[src/hw/battle_pkg.sv]
// geometry assumes a 640x480 raster; sheet holds 8 ids as 4 rows of back/front pairs, no text layer
package battle_pkg;

   typedef logic [9:0]  coord_t;
   typedef logic [2:0]  poke_id_t;
   typedef logic [7:0]  hp_t;
   typedef logic [18:0] sheet_addr_t;
   typedef logic [7:0]  color_t;
   typedef logic [2:0]  layer_t;

   // winning layer codes
   localparam layer_t LAYER_NONE         = 3'd0;
   localparam layer_t LAYER_HP_BORDER    = 3'd1;
   localparam layer_t LAYER_HP_FILL      = 3'd2;
   localparam layer_t LAYER_TEAM_SPRITE  = 3'd3;
   localparam layer_t LAYER_ENEMY_SPRITE = 3'd4;

   localparam int SPRITE_W = 56;
   localparam int SPRITE_H = 56;
   localparam int SHEET_W  = 224;   // four sprite columns

   localparam coord_t TEAM_X  = 10'd250;
   localparam coord_t TEAM_Y  = 10'd290;
   localparam coord_t ENEMY_X = 10'd410;
   localparam coord_t ENEMY_Y = 10'd160;

   localparam logic FACE_BACK  = 1'b0;
   localparam logic FACE_FRONT = 1'b1;

   localparam int HPBAR_W = 50;
   localparam int HPBAR_H = 5;

   localparam coord_t MY_HPBAR_X    = 10'd400;
   localparam coord_t MY_HPBAR_Y    = 10'd330;
   localparam coord_t ENEMY_HPBAR_X = 10'd120;
   localparam coord_t ENEMY_HPBAR_Y = 10'd60;

   typedef struct packed {
      color_t r;
      color_t g;
      color_t b;
   } rgb_t;

   localparam rgb_t COLOR_BORDER = rgb_t'{8'h00, 8'h00, 8'h00};
   localparam rgb_t COLOR_HIGH   = rgb_t'{8'h41, 8'hff, 8'h74};   // green
   localparam rgb_t COLOR_MID    = rgb_t'{8'hff, 8'hae, 8'h42};   // orange
   localparam rgb_t COLOR_LOW    = rgb_t'{8'hff, 8'h33, 8'h00};   // red

   // register offsets
   localparam logic [3:0] REG_IDS      = 4'h0;
   localparam logic [3:0] REG_MY_HP    = 4'h4;
   localparam logic [3:0] REG_ENEMY_HP = 4'h8;

   typedef struct packed {
      logic   valid;
      coord_t x;
      coord_t y;
   } pixel_pos_t;

   typedef struct packed {
      logic        psel;
      logic        penable;
      logic        pwrite;
      logic [3:0]  paddr;
      logic [31:0] pwdata;
   } apb_req_t;

   typedef struct packed {
      logic [31:0] prdata;
      logic        pready;
      logic        pslverr;
   } apb_rsp_t;

   typedef struct packed {
      poke_id_t team_id;
      poke_id_t enemy_id;
      hp_t      my_max;
      hp_t      my_cur;
      hp_t      enemy_max;
      hp_t      enemy_cur;
   } scene_cfg_t;

   typedef struct packed {
      logic        hit;
      sheet_addr_t addr;
   } sprite_hit_t;

   typedef struct packed {
      logic border;
      logic fill;
      rgb_t color;
   } hp_hit_t;

   typedef struct packed {
      logic        valid;
      layer_t      layer;
      sheet_addr_t sprite_addr;
      rgb_t        color;
   } pixel_out_t;

endpackage

[src/hw/battle_overlay.sv]
// two-stage overlay pipeline, output two cycles after pixel_in; no stall, one pixel per clock
`timescale 1ns/1ps

module battle_overlay (
   input  logic                   Clk,
   input  logic                   reset,
   input  battle_pkg::apb_req_t   apb_req,
   output battle_pkg::apb_rsp_t   apb_rsp,
   input  battle_pkg::pixel_pos_t pixel_in,
   output battle_pkg::pixel_out_t pixel_out
);
   import battle_pkg::*;

   scene_cfg_t  scene_cfg;
   sprite_hit_t team_hit;
   sprite_hit_t enemy_hit;
   hp_hit_t     my_bar;
   hp_hit_t     enemy_bar;
   logic        stage1_valid;   // all four stages agree, team one is used

   battle_regs u_regs (
      .Clk       (Clk),
      .reset     (reset),
      .apb_req   (apb_req),
      .apb_rsp   (apb_rsp),
      .scene_cfg (scene_cfg)
   );

   sprite_addr_gen #(.ORIGIN_X(TEAM_X), .ORIGIN_Y(TEAM_Y), .FACING(FACE_BACK)) u_team_sprite (
      .Clk       (Clk),
      .reset     (reset),
      .pixel_in  (pixel_in),
      .poke_id   (scene_cfg.team_id),
      .valid_out (stage1_valid),
      .sprite    (team_hit)
   );

   sprite_addr_gen #(.ORIGIN_X(ENEMY_X), .ORIGIN_Y(ENEMY_Y), .FACING(FACE_FRONT)) u_enemy_sprite (
      .Clk       (Clk),
      .reset     (reset),
      .pixel_in  (pixel_in),
      .poke_id   (scene_cfg.enemy_id),
      .valid_out (),
      .sprite    (enemy_hit)
   );

   hp_bar #(.ORIGIN_X(MY_HPBAR_X), .ORIGIN_Y(MY_HPBAR_Y)) u_my_bar (
      .Clk       (Clk),
      .reset     (reset),
      .pixel_in  (pixel_in),
      .max_hp    (scene_cfg.my_max),
      .cur_hp    (scene_cfg.my_cur),
      .valid_out (),
      .bar       (my_bar)
   );

   hp_bar #(.ORIGIN_X(ENEMY_HPBAR_X), .ORIGIN_Y(ENEMY_HPBAR_Y)) u_enemy_bar (
      .Clk       (Clk),
      .reset     (reset),
      .pixel_in  (pixel_in),
      .max_hp    (scene_cfg.enemy_max),
      .cur_hp    (scene_cfg.enemy_cur),
      .valid_out (),
      .bar       (enemy_bar)
   );

   pixel_mux u_mux (
      .Clk       (Clk),
      .reset     (reset),
      .valid     (stage1_valid),
      .team      (team_hit),
      .enemy     (enemy_hit),
      .my_bar    (my_bar),
      .enemy_bar (enemy_bar),
      .pixel_out (pixel_out)
   );

endmodule

[src/hw/battle_regs.sv]
// zero-wait APB slave, 4-bit word offsets; unmapped offsets flag pslverr and ignore writes
`timescale 1ns/1ps

module battle_regs (
   input  logic                   Clk,
   input  logic                   reset,
   input  battle_pkg::apb_req_t   apb_req,
   output battle_pkg::apb_rsp_t   apb_rsp,
   output battle_pkg::scene_cfg_t scene_cfg
);
   import battle_pkg::*;

   scene_cfg_t  cfg;
   logic        access;
   logic        mapped;
   logic [31:0] rd_word;

   assign access = apb_req.psel & apb_req.penable;

   // decode and read mux
   always_comb begin
      mapped  = 1'b1;
      rd_word = '0;
      case (apb_req.paddr)
         REG_IDS: begin
            rd_word[2:0] = cfg.team_id;
            rd_word[6:4] = cfg.enemy_id;
         end
         REG_MY_HP: begin
            rd_word[15:8] = cfg.my_max;
            rd_word[7:0]  = cfg.my_cur;
         end
         REG_ENEMY_HP: begin
            rd_word[15:8] = cfg.enemy_max;
            rd_word[7:0]  = cfg.enemy_cur;
         end
         default: mapped = 1'b0;
      endcase
   end

   always_ff @(posedge Clk) begin
      if (reset) begin
         cfg <= '0;
      end else if (access && apb_req.pwrite && mapped) begin
         case (apb_req.paddr)
            REG_IDS: begin
               cfg.team_id  <= apb_req.pwdata[2:0];
               cfg.enemy_id <= apb_req.pwdata[6:4];
            end
            REG_MY_HP: begin
               cfg.my_max <= apb_req.pwdata[15:8];
               cfg.my_cur <= apb_req.pwdata[7:0];
            end
            default: begin   // enemy hp, only mapped offset left
               cfg.enemy_max <= apb_req.pwdata[15:8];
               cfg.enemy_cur <= apb_req.pwdata[7:0];
            end
         endcase
      end
   end

   // read data only while a read is in its access phase
   assign apb_rsp.prdata  = (access && !apb_req.pwrite) ? rd_word : 32'd0;
   assign apb_rsp.pready  = 1'b1;
   assign apb_rsp.pslverr = access & ~mapped;

   assign scene_cfg = cfg;

endmodule

[src/hw/hp_bar.sv]
// one 50x5 HP bar with a 1-pixel frame; fill width lags the HP registers by one cycle
`timescale 1ns/1ps

module hp_bar #(
   parameter battle_pkg::coord_t ORIGIN_X = battle_pkg::MY_HPBAR_X,
   parameter battle_pkg::coord_t ORIGIN_Y = battle_pkg::MY_HPBAR_Y
) (
   input  logic                   Clk,
   input  logic                   reset,
   input  battle_pkg::pixel_pos_t pixel_in,
   input  battle_pkg::hp_t        max_hp,
   input  battle_pkg::hp_t        cur_hp,
   output logic                   valid_out,
   output battle_pkg::hp_hit_t    bar
);
   import battle_pkg::*;

   // frame corners
   localparam int BX_L = int'(ORIGIN_X) - 1;
   localparam int BX_R = BX_L + HPBAR_W + 1;
   localparam int BY_T = int'(ORIGIN_Y) - 1;
   localparam int BY_B = BY_T + HPBAR_H + 1;

   logic [13:0] scaled;   // 50 * cur, at most 12750
   logic [5:0]  fill_w_next;
   logic [5:0]  fill_w;
   coord_t      dx;
   logic        in_frame_x;
   logic        in_frame_y;
   logic        border_c;
   logic        fill_c;
   rgb_t        fill_color;
   rgb_t        color_c;

   assign scaled = 14'(cur_hp) * 14'(HPBAR_W);

   always_comb begin
      if (max_hp == '0) begin
         fill_w_next = '0;
      end else if (cur_hp == max_hp) begin
         fill_w_next = 6'(HPBAR_W);
      end else begin
         fill_w_next = 6'((scaled / 14'(max_hp)) % 14'(HPBAR_W));
      end
   end

   assign dx = pixel_in.x - ORIGIN_X;

   always_comb begin
      in_frame_x = int'(pixel_in.x) >= BX_L && int'(pixel_in.x) <= BX_R;
      in_frame_y = int'(pixel_in.y) >= BY_T && int'(pixel_in.y) <= BY_B;
      border_c   = pixel_in.valid
                 && ((in_frame_x && (int'(pixel_in.y) == BY_T || int'(pixel_in.y) == BY_B))
                 ||  (in_frame_y && (int'(pixel_in.x) == BX_L || int'(pixel_in.x) == BX_R)));
      fill_c     = pixel_in.valid
                 && pixel_in.x >= ORIGIN_X && dx < coord_t'(fill_w)
                 && pixel_in.y >= ORIGIN_Y && int'(pixel_in.y) < int'(ORIGIN_Y) + HPBAR_H;

      // thresholds at half and one fifth of the bar
      if (int'(fill_w) * 2 > HPBAR_W) begin
         fill_color = COLOR_HIGH;
      end else if (int'(fill_w) * 5 > HPBAR_W) begin
         fill_color = COLOR_MID;
      end else begin
         fill_color = COLOR_LOW;
      end

      if (fill_c) begin
         color_c = fill_color;
      end else begin
         color_c = '0;
      end
   end

   always_ff @(posedge Clk) begin
      if (reset) begin
         fill_w     <= '0;
         valid_out  <= 1'b0;
         bar.border <= 1'b0;
         bar.fill   <= 1'b0;
      end else begin
         fill_w     <= fill_w_next;
         valid_out  <= pixel_in.valid;
         bar.border <= border_c;
         bar.fill   <= fill_c;
      end
      bar.color <= color_c;
   end

endmodule

[src/hw/pixel_mux.sv]
// fixed priority border > fill > team > enemy; sprites carry an address, HP layers a color
`timescale 1ns/1ps

module pixel_mux (
   input  logic                    Clk,
   input  logic                    reset,
   input  logic                    valid,
   input  battle_pkg::sprite_hit_t team,
   input  battle_pkg::sprite_hit_t enemy,
   input  battle_pkg::hp_hit_t     my_bar,
   input  battle_pkg::hp_hit_t     enemy_bar,
   output battle_pkg::pixel_out_t  pixel_out
);
   import battle_pkg::*;

   pixel_out_t next;

   always_comb begin
      next       = '0;
      next.valid = valid;
      if (my_bar.border || enemy_bar.border) begin
         next.layer = LAYER_HP_BORDER;
         next.color = COLOR_BORDER;
      end else if (my_bar.fill) begin
         next.layer = LAYER_HP_FILL;
         next.color = my_bar.color;
      end else if (enemy_bar.fill) begin
         next.layer = LAYER_HP_FILL;
         next.color = enemy_bar.color;
      end else if (team.hit) begin
         next.layer       = LAYER_TEAM_SPRITE;
         next.sprite_addr = team.addr;
      end else if (enemy.hit) begin
         next.layer       = LAYER_ENEMY_SPRITE;
         next.sprite_addr = enemy.addr;
      end else begin
         next.layer = LAYER_NONE;   // color and address stay zero
      end
   end

   always_ff @(posedge Clk) begin
      if (reset) begin
         pixel_out <= '0;
      end else begin
         pixel_out <= next;
      end
   end

endmodule

[src/hw/sprite_addr_gen.sv]
// one 56x56 sprite box at a fixed origin; sheet is 224 wide, id picks row and column pair
`timescale 1ns/1ps

module sprite_addr_gen #(
   parameter battle_pkg::coord_t ORIGIN_X = battle_pkg::TEAM_X,
   parameter battle_pkg::coord_t ORIGIN_Y = battle_pkg::TEAM_Y,
   parameter logic               FACING   = battle_pkg::FACE_BACK
) (
   input  logic                    Clk,
   input  logic                    reset,
   input  battle_pkg::pixel_pos_t  pixel_in,
   input  battle_pkg::poke_id_t    poke_id,
   output logic                    valid_out,
   output battle_pkg::sprite_hit_t sprite
);
   import battle_pkg::*;

   coord_t      dx;
   coord_t      dy;
   logic [1:0]  col;   // odd ids sit two columns right
   logic [1:0]  row;
   logic        hit_c;
   sheet_addr_t addr_c;

   assign dx  = pixel_in.x - ORIGIN_X;
   assign dy  = pixel_in.y - ORIGIN_Y;
   assign col = {poke_id[0], FACING};
   assign row = poke_id[2:1];

   always_comb begin
      hit_c = pixel_in.valid
            && pixel_in.x >= ORIGIN_X && int'(dx) < SPRITE_W
            && pixel_in.y >= ORIGIN_Y && int'(dy) < SPRITE_H;
      if (hit_c) begin
         addr_c = sheet_addr_t'(int'(col) * SPRITE_W + int'(dx)
                  + SHEET_W * (int'(row) * SPRITE_H + int'(dy)));
      end else begin
         addr_c = '0;
      end
   end

   always_ff @(posedge Clk) begin
      if (reset) begin
         valid_out  <= 1'b0;
         sprite.hit <= 1'b0;
      end else begin
         valid_out  <= pixel_in.valid;
         sprite.hit <= hit_c;
      end
      sprite.addr <= addr_c;
   end

endmodule

[config.mk]
export PLATFORM = sky130hd
export DESIGN_NAME = battle_overlay
export DESIGN_NICKNAME = d
export VERILOG_FILES = /design/src/hw/battle_pkg.sv /design/src/hw/battle_overlay.sv /design/src/hw/battle_regs.sv /design/src/hw/hp_bar.sv /design/src/hw/pixel_mux.sv /design/src/hw/sprite_addr_gen.sv
export SDC_FILE = /design/constraint.sdc
export NUM_CORES = 1
export LEC_CHECK = 0
export BUFFER_PORTS_ARGS = -buffer_cell sky130_fd_sc_hd__buf_2
export CAP_MARGIN = 15
export CORE_ASPECT_RATIO = 0.7
export CORE_MARGIN = 2
export CORE_UTILIZATION = 55
export CTS_CLUSTER_DIAMETER = 30
export DETAILED_ROUTE_END_ITERATION = 6
export PLACE_DENSITY = 0.81
export SLEW_MARGIN = 40
export SYNTH_ARGS = -nofsm -noshare
export SYNTH_HDL_FRONTEND = slang
export SYNTH_SLANG_ARGS = --single-unit
[constraint.sdc]
create_clock -name Clk -period 62.8 [get_ports Clk]
set_clock_uncertainty 0.2 [all_clocks]
set_input_delay 0 -clock Clk [delete_from_list [all_inputs] [get_ports Clk]]
set_output_delay 0 -clock Clk [all_outputs]
set_load 0.01 [all_outputs]
==> out/results.md, run 1 <==
- 0 — post-route ant nets
- flip-flop — startpoint kind of the worst setup timing path
- 136 — CTS sink count
- 50 — pin count of the biggest net entering global routing
- 0.946 ns — transition at the pin with the smallest max-transition slack
- 41000 um^2 — Core Box Area
- 62.98 ns — CP Data Required Time
- 6.45 — Vias/cell
- 106 — IO buf count
- 0 ns — setup TNS
- 3577 — fill cell instance count of the final layout
- 143 — I/O pins
- 108000 um — first-pass GRT wire length
- 0 — number of violations of the max-capacitance limit
- 18900 um^2 — area of combinational cells with multiple inputs
- reg2reg — worst setup path class
- 175 um — vertical extent of the die
- 2351 — Iteration-0 DRC Markers
- 0 — drt drc
- 43400 um^2 — area enclosed by the die boundary
- sky130_fd_sc_hd__clkbuf_16 — Root Buffer Master
- 28.8 MHz — maximum frequency from static timing analysis
- 0 — max-slew violation count
- 0.927 — GP Congestion
- 23400 — via count
- 55.9% — effective utilization at floorplan
- 34.88 ns — WP data arrival
- 0 — cells resized by post-CTS repair
- sky130_fd_sc_hd__a2111oi_4 — slowest stage cell, crit path
- 0.07 ns — clock slew at reported path FFs
- sky130_fd_sc_hd__o21a_1 — most numerous cell on the critical path
- 0.77 ns — Critical Path Max Stage Delay
- 22900 um^2 — total standard cell area after synthesis
- 17 — number of buffers created by CTS
- complete, no violations — status
- 2720 um^2 — Register Area
- false — setup repair after global routing missed its margin
- 0 — leftover overflow at the end of global routing
- 0 — number of flops mapped to enable cells by yosys
- 248 um — Horiz. Die Dim
- 0 — final-report setup violation count
- 36.3% — Slew headroom
- 55.3% — share of the cycle needed by the critical path after routing
- 66400 um — sum of routed wire length over all layers
- 9.18% — layout cells sized above 1
- 53100 um — Post-DP HPWL
- 7.60 um^2 — average instance area after synthesis
- 11.9% — portion of the post-synthesis area used by sequential elements
- done — TritonCTS clock tree
- sky130_fd_sc_hd__dfxtp_1 — Primary FF master, synth
- 3018 — Synth Instances
- 0% — post-synthesis async set-or-reset flop share
- 6 — count of TritonRoute iterations in the first routing pass
- 118 — count of cell types in the netlist
- 17 — Max Fanout on Critical Path
- 62 — row count
- 7.68% — synthesis-to-layout area growth
- sky130_fd_sc_hd__ha_1 (363), sky130_fd_sc_hd__nor2_1 (284), sky130_fd_sc_hd__nand2_1 (244), sky130_fd_sc_hd__inv_1 (212), sky130_fd_sc_hd__a21oi_1 (191) — commonest cells after routing, fill and taps aside
- 136 — flip-flop and latch count after synthesis
- 34.70 ns — final worst path period need
- 22000 — via count of the first global-routing pass
- 0.46 ns — Skew-Pair Late Insertion Delay
- 0 — Final Hold Violating Endpoints
- sky130_fd_sc_hd__ha_1 — most common library cell in the layout ignoring fill and taps
- 3537 — count of nets after finishing
- 4 — # H-tree levels
- 30.0% — global-route usage over all layers
- 2 — Clock Path Buffers
- flip-flop — kind of capture point of the worst setup path
- 0 — synthesis warning total
- 3 — initial antenna violation count
- in2reg — Min-Delay Path Class
- 18.2 um — WL/cell
cell type report:
type / instances / share of cell area (%)
Antenna cell: 1 / 0.0101
Clock buffer: 17 / 1.72
Clock inverter: 15 / 0.806
Inverter: 213 / 3.24
Multi-Input combinational cell: 2557 / 76.5
Sequential cell: 136 / 11.0
Tap cell: 544 / 2.76
Timing Repair Buffer: 154 / 3.92
timing repair:
action / in CTS / in global routing
hold endpoints to repair: 62 / 0
buffers inserted: 0 / 0
setup endpoints to repair: 0 / 0
hold buffers: 31 / 0
synthesized netlist by cell type (all sizes together), types with 42 or more instances:
| library cell | number | share of area (%) |
|---|---|---|
| ha | 363 | 20 |
| nor2 | 286 | 4.7 |
| nand2 | 245 | 4.0 |
| inv | 212 | 3.5 |
| a21oi | 196 | 4.3 |
| o21ai | 138 | 3.0 |
| dfxtp | 136 | 12 |
| nor3 | 129 | 2.9 |
| xnor2 | 115 | 4.4 |
| o21a | 108 | 3.5 |
| clkbuf | 82 | 1.3 |
| nand3 | 62 | 1.4 |
| o31ai | 56 | 1.9 |
| a21o | 49 | 1.6 |
| buf | 48 | 1.4 |
| xor2 | 42 | 1.6 |
metal layers:
metal | part of all wire, % | wire length (um) | global-route usage [%]
met1 | 45 | 29700 | 41.6
met2 | 44 | 28900 | 47.4
met3 | 9.2 | 6120 | 5.33
met4 | 2.4 | 1570 | 8.88
met5 | 0.045 | 30 | 0
registers in the layout, summed over array words and instances, names as in the netlist:
name,cells
u_team_sprite.sprite,20
u_enemy_bar.fill_w,6
u_my_bar.bar,8
u_mux.pixel_out,29
u_my_bar.fill_w,6
u_enemy_bar.bar,8
u_regs.scene_cfg,38
u_enemy_sprite.sprite,20
u_team_sprite.valid_out,1
through the flow:
step                cells  hold slack, ns  util, %  setup WS (ns)  cell area [um^2]
floorplan            3036          -0.128        -          33.15             23000
global placement     3570          0.0576     57.7          29.96             23700
detailed placement   3572          0.0634     57.8          29.12             23700
CTS                  3635          0.0286     60.1          28.89             24600
global route         3636          0.0557     60.2          25.73             24700
finish               3637          0.0386     60.2          28.10             24700
final timing paths:
| kind | cells past startpoint | to | slack (ns) | start |
|---|---|---|---|---|
| setup / recovery | 138 | u_my_bar.fill_w[3] | 28.10 | u_regs.scene_cfg[17] |
| hold reg to reg | 1 | u_mux.pixel_out[33] | 0.24 | u_team_sprite.sprite[9] |
| hold / removal | 5 | u_team_sprite.sprite[5] | 0.04 | pixel_in[8] |
| setup reg to reg | 138 | u_my_bar.fill_w[3] | 28.10 | u_regs.scene_cfg[17] |
kinds of logic (layout without fill, tap and decap cells):
kind of cell,count (synthesis),in the layout,synth area share (%)
xor gates and xnor gates,157,157,6.00
DFF,136,136,11.9
other,2,21,0.0328
muxes,68,68,3.30
buffers and inverters,343,399,6.28
AOI/OAI and AO/OA,917,917,28.5
adders and majority gates,397,397,22.7
and+or+nand+nor,998,998,21.2
worst max-delay path: cells and delay by family (launching register included):
kind                       cells  cell delay, ns
AOI/OAI and AO/OA             62           14.19
and+or+nand+nor               47           11.02
adders and majority gates     19            6.09
buffers and inverters          5            1.15
muxes                          3            0.94
DFF                            1            0.63
xor gates and xnor gates       2            0.32
Power of run 1 is left out: the tool's default activity adds up to more than one toggle a clock period on the data nets, which glitch-free logic cannot reach.
==> run 2: changes to the inputs <==
--- a/config.mk
+++ b/config.mk
@@ -5,6 +5,7 @@
 export SDC_FILE = /design/constraint.sdc
 export NUM_CORES = 1
 export LEC_CHECK = 0
+export ABC_AREA = 1
 export BUFFER_PORTS_ARGS = -buffer_cell sky130_fd_sc_hd__buf_2
 export CAP_MARGIN = 15
 export CORE_ASPECT_RATIO = 0.7
==> constraint.sdc (replaced) <==
create_clock -name Clk -period 36.1 [get_ports Clk]
set_clock_uncertainty 0.2 [all_clocks]
set_input_delay 0 -clock Clk [delete_from_list [all_inputs] [get_ports Clk]]
set_output_delay 0 -clock Clk [all_outputs]
set_load 0.01 [all_outputs]
==> run 2 against run 1 <==
Effect of this change: cell area down 4.9%; via count down 12%; sequential cell count did not move; first-iteration DRC count down 37%; critical path type unchanged; largest cell class unchanged; highest routed layer unchanged.
==> out/results.md, run 2 <==
- complete, no violations — status
- 85500 um — first-pass GRT wire length
- 8.21% — synthesis-to-layout area growth
- 18000 — via count of the first global-routing pass
- 0 — Final Hold Violating Endpoints
- 0 ns — setup TNS
- 0 — max-slew violation count
- flip-flop — kind of capture point of the worst setup path
- sky130_fd_sc_hd__nand2_1 (711), sky130_fd_sc_hd__inv_1 (523), sky130_fd_sc_hd__ha_1 (364), sky130_fd_sc_hd__nor2_1 (221), sky130_fd_sc_hd__o21ai_0 (217) — commonest cells after routing, fill and taps aside
- 3306 — Synth Instances
- sky130_fd_sc_hd__dfxtp_1 — Primary FF master, synth
- flip-flop — startpoint kind of the worst setup timing path
- reg2reg — worst setup path class
- 136 — CTS sink count
- 38700 um^2 — Core Box Area
- 41100 um^2 — area enclosed by the die boundary
- 6.56 um^2 — average instance area after synthesis
- 12.5% — portion of the post-synthesis area used by sequential elements
- 6 — number of cells on the worst hold path
- 81.4% — share of the cycle needed by the critical path after routing
- sky130_fd_sc_hd__nand2_1 (711), sky130_fd_sc_hd__inv_1 (526), sky130_fd_sc_hd__ha_1 (364), sky130_fd_sc_hd__nor2_1 (221), sky130_fd_sc_hd__o21ai_0 (217) — most numerous cell types in the synthesized netlist
- 36.21 ns — CP Data Required Time
- sky130_fd_sc_hd__ha_1 (21%), sky130_fd_sc_hd__dfxtp_1 (13%), sky130_fd_sc_hd__nand2_1 (12%) — synth top area cells
- 0% — post-synthesis async set-or-reset flop share
- u_regs.scene_cfg[20] — worst r2r src
- 0 — final-report setup violation count
- 21.0% — top cell type's share of synthesized area
- 0.07 ns — clock slew at reported path FFs
- u_regs.scene_cfg[20] — worst setup path startpoint
- 17 — number of buffers created by CTS
- 0 — leftover overflow at the end of global routing
- done — TritonCTS clock tree
- pixel_in[18] — beginning of the worst hold path
- 0 — cells resized by post-CTS repair
- sky130_fd_sc_hd__nand2_1 — most common cell in the netlist
- 0.924 — GP Congestion
- 0.45 ns — Skew-Pair Late Insertion Delay
- 1492 — Iteration-0 DRC Markers
- 18 — Max Fanout on Critical Path
- 60 — row count
- 10.1% — layout cells sized above 1
- 42 — pin count of the biggest net entering global routing
- 0.766 ns — transition at the pin with the smallest max-transition slack
- 29.49 ns — WP data arrival
- 4 — initial antenna violation count
- 3547 — fill cell instance count of the final layout
- 29.38 ns — final worst path period need
- 143 — I/O pins
- sky130_fd_sc_hd__nand2_1 — most numerous cell on the critical path
- 25.0% — global-route usage over all layers
- 3874 — placed instance count
- 136 — flip-flop and latch count after synthesis
- 42100 um — Post-DP HPWL
- 3859 — count of nets after finishing
- 56.1% — effective utilization at floorplan
- 241 um — Horiz. Die Dim
- 21700 um^2 — total standard cell area after synthesis
- 51500 um — sum of routed wire length over all layers
- 34.0 MHz — maximum frequency from static timing analysis
- 0 — synthesis warning total
- 13.1 um — WL/cell
- 38 — flip-flop count of the largest register after layout
- 3944 — Cell Count, Final, Fillers Out
- in2reg — Min-Delay Path Class
- 2 — Clock Path Buffers
- 5.24 — Vias/cell
- 0 — post-route ant nets
- 0 — number of flops mapped to enable cells by yosys
- 0 — drt drc
- sky130_fd_sc_hd__dfxtp_1 — slowest stage cell, crit path
- false — setup repair after global routing missed its margin
- 182 — length in cells of the worst reg-to-reg path
- sky130_fd_sc_hd__clkbuf_16 — Root Buffer Master
- 6 — count of TritonRoute iterations in the first routing pass
- 4 — # H-tree levels
- 106 — IO buf count
- 0.51 ns — Critical Path Max Stage Delay
- 20700 — via count
- 48.4% — Slew headroom
- sky130_fd_sc_hd__ha_1 — most area-hungry cell type in the Yosys netlist
- sky130_fd_sc_hd__nand2_1 — most common library cell in the layout ignoring fill and taps
- 68 — count of cell types in the netlist
- 0 — number of violations of the max-capacitance limit
- 170 um — vertical extent of the die
## run 2: what timing repair did
item,4_1_cts,5_1_grt
hold buffers,34,0
buffers inserted,0,0
endpoints found under the hold margin,61,0
## run 2: cells by family (layout without fill, tap and decap cells)
logic type,Yosys count,count (layout),share of synthesized area (%)
adder cells (fa/ha/maj),397,397,24.0
AO/OA/AOI/OAI,564,564,15.1
buffers and inverters,644,733,11.8
XOR/XNOR,175,175,7.06
flip-flops,136,136,12.5
other,2,24,0.0346
AND/OR/NAND/NOR,1388,1388,29.4
## run 2: per-layer routing
metal  GRT usage (%)  vias to the layer above  part of all wire, %
met5               0                        -                0.043
met4            5.80                        4                  1.9
met3            4.62                       63                  7.4
met2            37.6                      536                   40
met1            36.7                     9135                   50
li1                -                    10900                    -
## run 2: metrics by stage
step	instance area (um^2)	setup WS [ns]	hold WS [ns]	util, %
6_report	23500	6.72	0.0622	60.7
3_5_place_dp	22500	7.34	0.0675	58.3
5_1_grt	23500	3.72	0.0985	60.7
2_1_floorplan	21800	10.46	-0.128	-
4_1_cts	23500	7.15	0.0375	60.7
3_3_place_gp	22500	7.70	0.0720	58.3
## run 2: layout make-up
| class | instances | area (um^2) | area share, % |
|---|---|---|---|
| diodes | 4 | 10.0 | 0.0426 |
| multi-input cells | 2544 | 16500 | 70.2 |
| repair buffers | 145 | 908 | 3.87 |
| well taps | 527 | 659 | 2.81 |
| clock buffers | 17 | 425 | 1.81 |
| clock inverters | 15 | 175 | 0.746 |
| flip-flops and latches | 136 | 2720 | 11.6 |
| inverters | 556 | 2090 | 8.89 |
## run 2: critical path: cells and delay by family, from the launching register on
| family | cells | cell delay [ns] |
|---|---|---|
| AOI/OAI and AO/OA | 54 | 9.17 |
| adders and majority gates | 18 | 5.84 |
| buffers and inverters | 24 | 3.06 |
| DFF | 1 | 0.51 |
| and+or+nand+nor | 86 | 10.35 |
## run 2: worst paths after layout
path	endpoint	slack [ns]
worst max register to register	u_my_bar.fill_w[5]	6.72
worst min-delay path	u_enemy_bar.bar[5]	0.06
worst max-delay path	u_my_bar.fill_w[5]	6.72
worst min register to register	u_mux.pixel_out[46]	0.22
Power of run 2 is left out for the same reason.
==> run 3: changes to the inputs <==
==> constraint.sdc (replaced) <==
create_clock -name Clk -period 30.3 [get_ports Clk]
set_clock_uncertainty 0.2 [all_clocks]
set_input_delay 0 -clock Clk [delete_from_list [all_inputs] [get_ports Clk]]
set_output_delay 0 -clock Clk [all_outputs]
set_load 0.01 [all_outputs]
==> run 3 against run 2 <==
Effect of this change: cell area is 1.3% higher; largest cell class unchanged; first-iteration DRC count is 0.67% lower; register-to-register slack worse by 4.0 ns; worst hold slack worse by 0.030 ns; wire length is 2.3% higher.
==> out/results.md, run 3 (same netlist as run 2, synthesis figures left out) <==
- 42 — pin count of the biggest net entering global routing
- 13.3 um — WL/cell
- 3889 — count of nets after finishing
- 38700 um^2 — Core Box Area
- 3974 — Cell Count, Final, Fillers Out
- 36.2 MHz — maximum frequency from static timing analysis
- 106 — IO buf count
- 241 um — Horiz. Die Dim
- 56.1% — effective utilization at floorplan
- u_enemy_bar.fill_w[5] — reg2reg end
- 27.61 ns — final worst path period need
- 2 — initial antenna violation count
- 4 — # H-tree levels
- flip-flop — startpoint kind of the worst setup timing path
- flip-flop — kind of capture point of the worst setup path
- 11.4% — layout cells sized above 1
- 17 — number of buffers created by CTS
- 0 — leftover overflow at the end of global routing
- 0 — number of violations of the max-capacitance limit
- 52700 um — sum of routed wire length over all layers
- 0.47 ns — Critical Path Max Stage Delay
- 27.77 ns — WP data arrival
- 25.4% — global-route usage over all layers
- 0 — Final Hold Violating Endpoints
- 2 — Clock Path Buffers
- 44.3% — Slew headroom
- done — TritonCTS clock tree
- 0.45 ns — Skew-Pair Late Insertion Delay
- 91.1% — share of the cycle needed by the critical path after routing
- 3874 — placed instance count
- sky130_fd_sc_hd__dfxtp_1 — slowest stage cell, crit path
- 0.928 — GP Congestion
- 9.64% — synthesis-to-layout area growth
- complete, no violations — status
- sky130_fd_sc_hd__nand2_1 — most common library cell in the layout ignoring fill and taps
- 6 — count of TritonRoute iterations in the first routing pass
- 136 — CTS sink count
- 0.08 ns — clock slew at reported path FFs
- 0.0325 ns — final worst hold slack
- 0 — post-route ant nets
- 202 — length in cells of the worst reg-to-reg path
- simple AND/OR/NAND/NOR gates — family with the most delay on the worst path
- 1482 — Iteration-0 DRC Markers
- 170 um — vertical extent of the die
- u_enemy_bar.fill_w[5] — timing endpoint of the critical path
- sky130_fd_sc_hd__nand2_1 — most numerous cell on the critical path
- 42400 um — Post-DP HPWL
- in2reg — Min-Delay Path Class
- 87000 um — first-pass GRT wire length
- 0 — max-slew violation count
- 0 — final-report setup violation count
- 38 — flip-flop count of the largest register after layout
- 41100 um^2 — area enclosed by the die boundary
- 0.835 ns — transition at the pin with the smallest max-transition slack
- 61.5% — core occupancy in the finished layout
- 202 — Stages on worst setup path
- 20900 — via count
- sky130_fd_sc_hd__nand2_1 (706), sky130_fd_sc_hd__inv_1 (521), sky130_fd_sc_hd__ha_1 (364), sky130_fd_sc_hd__nor2_1 (218), sky130_fd_sc_hd__o21ai_0 (208) — commonest cells after routing, fill and taps aside
- 5.26 — Vias/cell
- 27 — combined buffer and inverter count along the critical path
- 18300 — via count of the first global-routing pass
- u_regs.scene_cfg[2] — worst setup path startpoint
- sky130_fd_sc_hd__clkbuf_16 — Root Buffer Master
- 30.46 ns — CP Data Required Time
- 2.69 ns — reg2reg setup slack
- 143 — I/O pins
- u_regs.scene_cfg[2] — worst r2r src
- 60 — row count
- 0 — drt drc
- 18 — Max Fanout on Critical Path
- reg2reg — worst setup path class
[run 3: cell count changes in the layout (fill, tap and decap cells not counted), moves of 3 or more]
cell                         previous run  this run
sky130_fd_sc_hd__buf_4                  5        37
sky130_fd_sc_hd__inv_4                  0         3
sky130_fd_sc_hd__inv_2                 28        24
sky130_fd_sc_hd__nand2_2               63        68
sky130_fd_sc_hd__o21ai_1               17        26
sky130_fd_sc_hd__nand2_1              711       706
sky130_fd_sc_hd__nor2_1               221       218
sky130_fd_sc_hd__o21ai_0              217       208
sky130_fd_sc_hd__clkinvlp_4             2         5
[run 3: layout make-up]
class	instances	area, um^2
Antenna cell	4	10.0
Tap cell	527	659
Inverter	556	2120
Sequential cell	136	2730
Fill cell	3525	14900
Clock buffer	17	425
Multi-Input combinational cell	2544	16500
Clock inverter	15	181
Timing Repair Buffer	175	1130
[run 3: worst reg2reg max path: cells and delay by family (launching register included)]
family | cells | cell delay (ns)
flip-flops | 1 | 0.47
buffers and inverters | 27 | 2.18
AND/OR/NAND/NOR | 103 | 10.36
AO/OA/AOI/OAI | 53 | 8.50
adder cells (fa/ha/maj) | 19 | 5.80
[run 3: metrics by stage]
stage | setup slack [ns] | setup TNS [ns] | cell area [um^2]
floorplan | 4.66 | 0 | 21800
global placement | 2.07 | 0 | 22500
detailed placement | 1.48 | 0 | 22500
CTS | 1.39 | 0 | 23500
global route | -0.158 | -0.473 | 23800
finish | 2.69 | 0 | 23800
[run 3: repair_timing]
| action | 4_1_cts | 5_1_grt |
|---|---|---|
| resized for setup | 0 | 38 |
| hold endpoints to repair | 61 | 0 |
| buffers inserted | 0 | 32 |
| endpoints found under the setup margin | 0 | 12 |
| hold buffers | 32 | 0 |
[run 3: how the worst min path moves through the flow]
| stage | cells after the start | end | slack, ns | start |
|---|---|---|---|---|
| floorplan | 1 | u_enemy_sprite.sprite[1] | -0.13 | pixel_in[11] |
| global placement | 3 | u_regs.scene_cfg[20] | 0.07 | apb_req[4] |
| detailed placement | 3 | u_regs.scene_cfg[20] | 0.07 | apb_req[4] |
| CTS | 5 | u_regs.scene_cfg[20] | 0.02 | apb_req[37] |
| global route | 5 | u_regs.scene_cfg[20] | 0.04 | apb_req[37] |
| finish | 5 | u_regs.scene_cfg[20] | 0.03 | apb_req[37] |
[run 3: metal layers]
metal	GRT usage [%]	routed length, um
met1	36.8	26000
met2	38.8	21800
met3	4.15	3700
met4	6.63	1210
met5	0	0
Power of run 3 is left out for the same reason.
